File: config.mk
export PLATFORM = sky130hd
export DESIGN_NAME = sfu_unit
export DESIGN_NICKNAME = d
export VERILOG_FILES = /design/src/verilog/sfu_op_pkg.sv /design/src/verilog/sfu_pipe_pkg.sv /design/src/verilog/sfu_csr_unit.sv /design/src/verilog/sfu_pe_switch.sv /design/src/verilog/sfu_unit.sv /design/src/verilog/sfu_wctl_unit.sv
export VERILOG_INCLUDE_DIRS = /design/src /design/src/verilog
export SDC_FILE = /design/constraint.sdc
export NUM_CORES = 1
export LEC_CHECK = 0
export BUFFER_PORTS_ARGS = -buffer_cell sky130_fd_sc_hd__buf_2
export CORE_MARGIN = 2
export CORE_UTILIZATION = 30
export DETAILED_ROUTE_END_ITERATION = 10
export PLACE_DENSITY = 0.55
export SLEW_MARGIN = 20
export SYNTH_ARGS = -nofsm -noshare
export SYNTH_HDL_FRONTEND = slang
export SYNTH_HIERARCHICAL = 1
export SYNTH_SLANG_ARGS = --single-unit
export TNS_END_PERCENT = 30
File: constraint.sdc
create_clock -name clk -period 28.9 [get_ports clk]
set_input_delay 5.78 -clock clk [delete_from_list [all_inputs] [get_ports clk]]
set_output_delay 5.78 -clock clk [all_outputs]
set_load 0.02 [all_outputs]
File: src/verilog/sfu_cfg.svh
/*
 * Build-time sizes of the special function unit.
 * Included by the packages and by every module that sizes logic from these values.
 */
`ifndef SFU_CFG_SVH
`define SFU_CFG_SVH

// Threads per warp and warps per core
`define SFU_NUM_LANES 4
`define SFU_NUM_WARPS 4

`define SFU_XLEN 32
`define SFU_CORE_ID 0
`define SFU_UUID_BITS 8
`define SFU_NUM_BARRIERS 4

// Widths derived from the sizes above
`define SFU_WID_BITS ($clog2(`SFU_NUM_WARPS))
`define SFU_BAR_BITS ($clog2(`SFU_NUM_BARRIERS))
`define SFU_REG_BITS 5

`endif

File: src/verilog/sfu_op_pkg.sv
/*
 * Operation codes, CSR address map and processing element indexes of the SFU.
 * Imported by the transport package and by the modules that decode operations.
 */
package sfu_op_pkg;

    // Warp control operations sit below 8, CSR operations at 8 and above
    typedef enum logic [3:0] {
        SFU_OP_TMC    = 4'h0,
        SFU_OP_WSPAWN = 4'h1,
        SFU_OP_BAR    = 4'h2,
        SFU_OP_CSRRW  = 4'h8,
        SFU_OP_CSRRS  = 4'h9,
        SFU_OP_CSRRC  = 4'ha
    } sfu_op_e;

    // Only SCRATCH is writable, the rest read only
    typedef enum logic [11:0] {
        CSR_SCRATCH   = 12'h340,
        CSR_MCYCLE    = 12'hb00,
        CSR_MINSTRET  = 12'hb02,
        CSR_THREAD_ID = 12'hcc0,
        CSR_WARP_ID   = 12'hcc1,
        CSR_CORE_ID   = 12'hcc2
    } csr_addr_e;

    // Processing elements behind the switch
    typedef enum logic [0:0] {
        PE_WCTL = 1'b0,
        PE_CSR  = 1'b1
    } pe_idx_e;

endpackage

File: src/verilog/sfu_pipe_pkg.sv
/*
 * Transport types of the SFU pipeline: execute requests, commit results and
 * warp control events. Compile after sfu_op_pkg.
 */
`include "sfu_cfg.svh"

package sfu_pipe_pkg;
    import sfu_op_pkg::*;

    // One data word per lane, lane 0 in the low bits
    typedef logic [`SFU_NUM_LANES-1:0][`SFU_XLEN-1:0] lane_data_t;

    typedef struct packed {
        logic [`SFU_UUID_BITS-1:0] uuid;
        logic [`SFU_WID_BITS-1:0]  wid;
        logic [`SFU_NUM_LANES-1:0] tmask;
        logic [`SFU_XLEN-1:0]      pc;
        sfu_op_e                   op;
        csr_addr_e                 csr_addr;
        logic [`SFU_REG_BITS-1:0]  rd;
        logic                      wb;
        lane_data_t                rs1_data;
    } sfu_exec_t;

    typedef struct packed {
        logic [`SFU_UUID_BITS-1:0] uuid;
        logic [`SFU_WID_BITS-1:0]  wid;
        logic [`SFU_NUM_LANES-1:0] tmask;
        logic [`SFU_XLEN-1:0]      pc;
        logic [`SFU_REG_BITS-1:0]  rd;
        logic                      wb;
        lane_data_t                data;
    } sfu_commit_t;

    // Fields that do not belong to op are zero
    typedef struct packed {
        logic [`SFU_WID_BITS-1:0]  wid;
        sfu_op_e                   op;
        logic [`SFU_NUM_LANES-1:0] tmask;
        logic [`SFU_NUM_WARPS-1:0] spawn_mask;
        logic [`SFU_XLEN-1:0]      spawn_pc;
        logic [`SFU_BAR_BITS-1:0]  bar_id;
        logic [`SFU_WID_BITS:0]    bar_count;
    } warp_ctl_t;

endpackage

File: src/verilog/sfu_csr_unit.sv
/*
 * CSR PE. Holds the per-warp scratch registers and the cycle and retired counters,
 * and executes read-write, read-set and read-clear requests on them.
 */
`timescale 1ns/1ps
`include "sfu_cfg.svh"

module sfu_csr_unit
    import sfu_op_pkg::*;
    import sfu_pipe_pkg::*;
(
    input  logic        clk,
    input  logic        reset,

    input  logic        exec_valid,
    input  sfu_exec_t   exec,
    output logic        exec_ready,

    input  logic [1:0]  instret_inc,

    output logic        commit_valid,
    output sfu_commit_t commit,
    input  logic        commit_ready
);
    logic [`SFU_XLEN-1:0] scratch [`SFU_NUM_WARPS];
    logic [`SFU_XLEN-1:0] mcycle;
    logic [`SFU_XLEN-1:0] minstret;
    logic [`SFU_XLEN-1:0] csr_rdata;
    logic [`SFU_XLEN-1:0] operand;
    logic [`SFU_XLEN-1:0] scratch_next;
    lane_data_t           lane_rdata;
    logic                 accept;

    assign exec_ready = !commit_valid || commit_ready;
    assign accept = exec_valid && exec_ready;

    // Write operand comes from the lowest active lane
    always_comb begin
        operand = '0;
        for (int i = `SFU_NUM_LANES - 1; i >= 0; i--) begin
            if (exec.tmask[i]) begin
                operand = exec.rs1_data[i];
            end
        end
    end

    // Reads see the value before this request's write
    always_comb begin
        case (exec.csr_addr)
            CSR_SCRATCH:  csr_rdata = scratch[exec.wid];
            CSR_MCYCLE:   csr_rdata = mcycle;
            CSR_MINSTRET: csr_rdata = minstret;
            CSR_CORE_ID:  csr_rdata = `SFU_XLEN'(`SFU_CORE_ID);
            CSR_WARP_ID:  csr_rdata = `SFU_XLEN'(exec.wid);
            default:      csr_rdata = '0;
        endcase
    end

    always_comb begin
        for (int i = 0; i < `SFU_NUM_LANES; i++) begin
            if (!exec.tmask[i]) begin
                lane_rdata[i] = '0;
            end else if (exec.csr_addr == CSR_THREAD_ID) begin
                lane_rdata[i] = `SFU_XLEN'(i);
            end else begin
                lane_rdata[i] = csr_rdata;
            end
        end
    end

    always_comb begin
        case (exec.op)
            SFU_OP_CSRRW: scratch_next = operand;
            SFU_OP_CSRRS: scratch_next = scratch[exec.wid] | operand;
            SFU_OP_CSRRC: scratch_next = scratch[exec.wid] & ~operand;
            default:      scratch_next = scratch[exec.wid];
        endcase
    end

    always_ff @(posedge clk) begin
        if (reset) begin
            mcycle <= '0;
            minstret <= '0;
            commit_valid <= 1'b0;
            for (int w = 0; w < `SFU_NUM_WARPS; w++) begin
                scratch[w] <= '0;
            end
        end else begin
            mcycle <= mcycle + 1'b1;
            minstret <= minstret + `SFU_XLEN'(instret_inc);
            // Writes to read-only registers are dropped
            if (accept && (exec.csr_addr == CSR_SCRATCH)) begin
                scratch[exec.wid] <= scratch_next;
            end
            if (accept) begin
                commit_valid <= 1'b1;
            end else if (commit_ready) begin
                commit_valid <= 1'b0;
            end
        end
    end

    always_ff @(posedge clk) begin
        if (accept) begin
            commit.uuid <= exec.uuid;
            commit.wid <= exec.wid;
            commit.tmask <= exec.tmask;
            commit.pc <= exec.pc;
            commit.rd <= exec.rd;
            commit.wb <= exec.wb;
            commit.data <= lane_rdata;
        end
    end

endmodule

File: src/verilog/sfu_pe_switch.sv
/*
 * Request router and commit arbiter of the SFU. Steers each request to the PE
 * that owns its opcode and merges the PE commits round-robin into one register.
 */
`timescale 1ns/1ps

module sfu_pe_switch
    import sfu_op_pkg::*;
    import sfu_pipe_pkg::*;
(
    input  logic        clk,
    input  logic        reset,

    input  logic        exec_valid,
    input  sfu_exec_t   exec,
    output logic        exec_ready,

    output logic        pe_exec_valid [2],
    output sfu_exec_t   pe_exec,
    input  logic        pe_exec_ready [2],

    input  logic        pe_commit_valid [2],
    input  sfu_commit_t pe_commit [2],
    output logic        pe_commit_ready [2],

    output logic        commit_valid,
    output sfu_commit_t commit,
    input  logic        commit_ready
);
    pe_idx_e pe_sel;
    pe_idx_e rr_ptr;
    pe_idx_e rr_other;
    pe_idx_e grant;
    logic    grant_valid;
    logic    out_free;

    always_comb begin
        case (exec.op)
            SFU_OP_CSRRW, SFU_OP_CSRRS, SFU_OP_CSRRC: pe_sel = PE_CSR;
            default: pe_sel = PE_WCTL;
        endcase
    end

    // The request path is not registered
    assign pe_exec = exec;
    assign pe_exec_valid[PE_WCTL] = exec_valid && (pe_sel == PE_WCTL);
    assign pe_exec_valid[PE_CSR]  = exec_valid && (pe_sel == PE_CSR);
    assign exec_ready = pe_exec_ready[pe_sel];

    assign out_free = !commit_valid || commit_ready;
    assign rr_other = pe_idx_e'(~rr_ptr);

    // rr_ptr names the PE that wins when both commits are waiting
    always_comb begin
        grant = rr_ptr;
        grant_valid = 1'b0;
        if (pe_commit_valid[rr_ptr]) begin
            grant_valid = 1'b1;
        end else if (pe_commit_valid[rr_other]) begin
            grant = rr_other;
            grant_valid = 1'b1;
        end
    end

    assign pe_commit_ready[PE_WCTL] = out_free && grant_valid && (grant == PE_WCTL);
    assign pe_commit_ready[PE_CSR]  = out_free && grant_valid && (grant == PE_CSR);

    always_ff @(posedge clk) begin
        if (reset) begin
            commit_valid <= 1'b0;
            rr_ptr <= PE_WCTL;
        end else begin
            if (out_free) begin
                commit_valid <= grant_valid;
            end
            if (out_free && grant_valid) begin
                rr_ptr <= pe_idx_e'(~grant);
            end
        end
    end

    always_ff @(posedge clk) begin
        if (out_free && grant_valid) begin
            commit <= pe_commit[grant];
        end
    end

endmodule

File: src/verilog/sfu_unit.sv
/*
 * Top level of the special function unit for one issue slot.
 * Connects the request switch to the warp control and CSR processing elements.
 */
`timescale 1ns/1ps

module sfu_unit
    import sfu_op_pkg::*;
    import sfu_pipe_pkg::*;
(
    input  logic        clk,
    input  logic        reset,

    input  logic        exec_valid,
    input  sfu_exec_t   exec,
    output logic        exec_ready,

    input  logic [1:0]  instret_inc,

    output logic        commit_valid,
    output sfu_commit_t commit,
    input  logic        commit_ready,

    output logic        warp_ctl_valid,
    output warp_ctl_t   warp_ctl
);
    logic        pe_exec_valid [2];
    sfu_exec_t   pe_exec;
    logic        pe_exec_ready [2];
    logic        pe_commit_valid [2];
    sfu_commit_t pe_commit [2];
    logic        pe_commit_ready [2];

    sfu_pe_switch i_pe_switch (
        .clk             (clk),
        .reset           (reset),
        .exec_valid      (exec_valid),
        .exec            (exec),
        .exec_ready      (exec_ready),
        .pe_exec_valid   (pe_exec_valid),
        .pe_exec         (pe_exec),
        .pe_exec_ready   (pe_exec_ready),
        .pe_commit_valid (pe_commit_valid),
        .pe_commit       (pe_commit),
        .pe_commit_ready (pe_commit_ready),
        .commit_valid    (commit_valid),
        .commit          (commit),
        .commit_ready    (commit_ready)
    );

    sfu_wctl_unit i_wctl_unit (
        .clk            (clk),
        .reset          (reset),
        .exec_valid     (pe_exec_valid[PE_WCTL]),
        .exec           (pe_exec),
        .exec_ready     (pe_exec_ready[PE_WCTL]),
        .commit_valid   (pe_commit_valid[PE_WCTL]),
        .commit         (pe_commit[PE_WCTL]),
        .commit_ready   (pe_commit_ready[PE_WCTL]),
        .warp_ctl_valid (warp_ctl_valid),
        .warp_ctl       (warp_ctl)
    );

    sfu_csr_unit i_csr_unit (
        .clk          (clk),
        .reset        (reset),
        .exec_valid   (pe_exec_valid[PE_CSR]),
        .exec         (pe_exec),
        .exec_ready   (pe_exec_ready[PE_CSR]),
        .instret_inc  (instret_inc),
        .commit_valid (pe_commit_valid[PE_CSR]),
        .commit       (pe_commit[PE_CSR]),
        .commit_ready (pe_commit_ready[PE_CSR])
    );

endmodule

File: src/verilog/sfu_wctl_unit.sv
/*
 * Warp control PE. Executes thread mask change, warp spawn and barrier requests,
 * emits a one-cycle warp control event and commits without a register write.
 */
`timescale 1ns/1ps
`include "sfu_cfg.svh"

module sfu_wctl_unit
    import sfu_op_pkg::*;
    import sfu_pipe_pkg::*;
(
    input  logic        clk,
    input  logic        reset,

    input  logic        exec_valid,
    input  sfu_exec_t   exec,
    output logic        exec_ready,

    output logic        commit_valid,
    output sfu_commit_t commit,
    input  logic        commit_ready,

    output logic        warp_ctl_valid,
    output warp_ctl_t   warp_ctl
);
    logic                 accept;
    logic [`SFU_XLEN-1:0] bar_sel;
    warp_ctl_t            ctl_next;

    assign exec_ready = !commit_valid || commit_ready;
    assign accept = exec_valid && exec_ready;
    assign bar_sel = exec.rs1_data[0] % `SFU_NUM_BARRIERS;

    always_comb begin
        ctl_next = '0;
        ctl_next.wid = exec.wid;
        ctl_next.op = exec.op;
        case (exec.op)
            // A zero mask stops the warp
            SFU_OP_TMC: ctl_next.tmask = exec.rs1_data[0][`SFU_NUM_LANES-1:0];
            SFU_OP_WSPAWN: begin
                ctl_next.spawn_mask = exec.rs1_data[0][`SFU_NUM_WARPS-1:0];
                ctl_next.spawn_pc = exec.rs1_data[1];
            end
            SFU_OP_BAR: begin
                ctl_next.bar_id = bar_sel[`SFU_BAR_BITS-1:0];
                ctl_next.bar_count = exec.rs1_data[1][`SFU_WID_BITS:0];
            end
            default: ;
        endcase
    end

    always_ff @(posedge clk) begin
        if (reset) begin
            commit_valid <= 1'b0;
            warp_ctl_valid <= 1'b0;
        end else begin
            warp_ctl_valid <= accept;
            if (accept) begin
                commit_valid <= 1'b1;
            end else if (commit_ready) begin
                commit_valid <= 1'b0;
            end
        end
    end

    always_ff @(posedge clk) begin
        if (accept) begin
            commit.uuid <= exec.uuid;
            commit.wid <= exec.wid;
            commit.tmask <= exec.tmask;
            commit.pc <= exec.pc;
            commit.rd <= exec.rd;
            commit.wb <= 1'b0;
            commit.data <= '0;
            warp_ctl <= ctl_next;
        end
    end

endmodule

==> run summary <==
================================================================================
Status                                                              complete, no violations
Shortest clock period the worst path allows after layout                13.29 ns
Post-CTS Resized                                                               0
Effective utilization at floorplan                                         30.3%
Power density of the placed cells                                    66.1 nW/µm²
CTS Sinks                                                                    657
Slew at the pin closest to its max-slew limit                            1.17 ns
Clock slew at reported path FFs                                          0.06 ns
GRT busiest layer                                                           met2
Number of rows created at floorplan                                          117
Setup Skew                                                             0.0253 ns
Sequential power share                                                     47.6%
Share of total power consumed by net switching                             24.9%
Worst-case register-to-register setup slack                             25.79 ns
Origin of the worst min-delay path                                  i_csr_unit/mcycle[0]
Distinct cells, synth                                                         60
Worst setup EP type                                                   output pin
Setup_tns                                                                   0 ns
Maximum capacitance violations                                                 0
Part of the total power dissipated in the clock network                    42.1%
Total die area                                                        106000 µm²
Share of the clock period used by the worst path                           46.0%
First-pass GRT wire length                                             120000 µm
P&R area growth vs syn                                                     13.6%
Maximum vdd ir drop                                                    0.0427 mV
YS warnings                                                                    6
FF+latch count, synth                                                        657
Via count                                                                  18.4k
Fraction of registers with async set or reset after synthesis                 0%
Count of final setup violators                                                 0
Initial antenna violation count                                                4
Via count of the first global-routing pass                                 18.2k
Mean area per synthesized cell                                          13.9 µm²
Internal                                                               0.00174 W
RSZ-0062 raised after global routing                                          no
Worst hold slack after final layout                                     0.465 ns
Data required time at the worst endpoint                                23.12 ns
Die Y-Extent                                                              325 µm
Number of DRC violations after detailed routing                                0
Io pins                                                                      436
Level count of the clock H-tree                                                3
Port bufs                                                                    435
Worst Reg2Reg Path Length in Cells                                             9
Sw Pwr                                                                0.000579 W
Die X-Extent                                                              325 µm
Count of cells along the worst hold path                                       1
Setup bufs post-CTS                                                            0
Largest area contributor in the synthesized netlist                     edfxtp_1
Top achievable clock speed                                            0.0752 GHz
Kind of start point of the critical path                              input port
Maximum clock insertion buffer count                                           3
Count of hold buffers inserted by post-cts repair                              0
Layout cells sized above 1                                                 34.6%
Met2 layer usage reported by global route                                  24.1%
Rel. slew slack                                                            20.8%
Maximum fanout encountered on the critical timing path                         5
Combined area of all synthesized cells                                 31000 µm²
Met3 usage                                                                 3.76%
Top area cells in the synthesized netlist                           edfxtp_1 (57%), buf_4 (7.9%), mux2_4 (4.8%)
Number of instances in the synthesized netlist                              2227
Critical path class                                                 input port to output pin
Hold Path Class                                                     flip-flop to flip-flop
Final nets                                                                  2651
Average via count per standard cell                                         4.74
Worst reg2reg endpoint                                              i_csr_unit/scratch[2][4]
Number of enable flip-flop cells after synthesis                             588
Number of DRC markers in iteration 0                                        1436
GPL Wtd Cong                                                               0.773
Static leakage                                                           12.4 nW
Inserted Clock Buffers                                                        79
Share of power burned in combinational logic                               10.2%
Insertion delay of the later-clocked pin in the worst-skew pair          0.65 ns
Clock Tree Root                                                        clkbuf_16
Most common cell in the netlist                                         edfxtp_1
Total iterations of the first detailed-routing run                             8
Fraction of post-synthesis cell area in the top cell type by area          57.0%
Overall power of the completed layout                                  0.00232 W
Met1 track demand over resource in global routing                          20.5%
Total placed cells including tap cells                                      3732
Filler-free cell count of the finished design                               3881
Total global-route track usage                                             15.2%
Arr. time, crit path                                                     7.51 ns
Core box area                                                         102000 µm²
Count of final hold-check violations                                           0
Post-Route WL                                                           82000 µm
Reg-to-reg startpoint                                               i_pe_switch/commit_valid
Average detailed-routed wire length per instance                         21.1 µm
CTS tree                                                                   built
Number of pins with negative max-slew slack in the final report                0
ANT nets after route                                                           0
Most numerous cell types in the synthesized netlist                 edfxtp_1 (588), buf_4 (327), nor2_1 (162), mux2_2 (121), mux2_4 (100)
GRT overflow                                                                   0
Hold-critical path endpoint                                         i_csr_unit/mcycle[0]
Proportion of synthesized chip area in sequential cells                    61.5%
Main synth FF type                                                      edfxtp_1
Pin count of the biggest net entering global routing                         143
Hpwl dp                                                                 53600 µm
================================================================================
-- layout make-up --
type / instances / area, µm²
repair buffers: 468 / 2440
inverters: 19 / 71.3
fillers: 10100 / 66900
flip-flops and latches: 657 / 19000
multi-input cells: 1220 / 9360
well taps: 1368 / 1710
clock inverters: 41 / 422
diodes: 2 / 5.00
clock buffers: 106 / 2110
-- per-layer routing --
metal  routed length [µm]  up-vias
met5                   22        -
met4                 1980        4
met3                 5840      113
met2                37900      662
met1                36200     9056
li1                     -     8543
-- layout by cell type, fill, tap and decap left out, drive strengths merged, types with 10 or more instances in the layout --
master	netlist	routed
and2	39	39
a221oi	31	31
buf	361	468
and3	20	20
mux4	32	32
edfxtp	588	588
clkbuf	98	106
mux2	221	221
o211ai	32	32
a211oi	98	98
inv	18	30
or4	45	45
nand2	54	54
o22ai	31	31
conb	1	129
o21ai	23	23
xnor2	14	14
a21oi	94	94
nor2	162	162
clkinv	1	23
a32o	32	32
nand4	23	23
or3	17	17
nor4	10	10
nor2b	18	18
dfxtp	69	69
nand3	16	16
-- stage by stage --
stage                     worst slack [ns]  util [%]  cell area (µm²)
final                                15.61      34.5            35200
after global routing                 15.56      34.5            35200
after CTS                            15.70      34.5            35200
after detailed placement             15.72      32.0            32600
after global placement               15.75      32.0            32600
after floorplan                      13.68         -            31400
-- critical path, cell delays in order --
cell and delay (ns):
buf_2 0.14, inv_1 0.07, a211oi_2 0.92, mux2_2 0.43, buf_2 0.16
-- cells by family after synthesis --
family / count (synthesis) / share of synthesized area [%]
fa+ha+maj: 5 / 0.222
compound gates: 369 / 8.35
other cells: 1 / 0.0121
simple gates: 442 / 7.55
buf+inv: 478 / 10.2
xor+xnor: 22 / 0.622
mux: 253 / 11.6
flops: 657 / 61.5
-- how the worst max path moves through the flow --
stage	startpoint	endpoint	slack, ns	cells past startpoint
2_1_floorplan	exec[149]	i_csr_unit/scratch[0][0]	13.68	9
3_3_place_gp	exec[149]	exec_ready	15.75	5
3_5_place_dp	exec[149]	exec_ready	15.72	5
4_1_cts	exec[149]	exec_ready	15.70	5
5_1_grt	exec[149]	exec_ready	15.56	5
6_report	exec[149]	exec_ready	15.61	5
-- power by group through the flow --
stage | logic [W] | registers (W) | clock network, W
6_report | 0.000238 | 0.00111 | 0.000979
5_1_grt | 0.000255 | 0.00111 | 0.00105
4_1_cts | 0.000242 | 0.00111 | 0.00101
3_5_place_dp | 0.000241 | 0.00113 | 0
3_3_place_gp | 0.000240 | 0.00113 | 0
2_1_floorplan | 0.000152 | 0.00116 | 0
-- registers in the layout, summed over array words and instances, names as in the netlist --
| signal | count |
|---|---|
| i_csr_unit/commit | 180 |
| i_pe_switch/commit | 180 |
| i_wctl_unit/warp_ctl | 51 |
| i_csr_unit/commit_valid | 1 |
| i_wctl_unit/commit_valid | 1 |
| i_csr_unit/mcycle | 32 |
| i_csr_unit/minstret | 32 |
| i_csr_unit/scratch | 128 |
| i_pe_switch/commit_valid | 1 |
| i_pe_switch/rr_ptr | 1 |
| i_wctl_unit/commit | 49 |
| i_wctl_unit/warp_ctl_valid | 1 |
No activity file was read; power rests on OpenSTA's default activity.
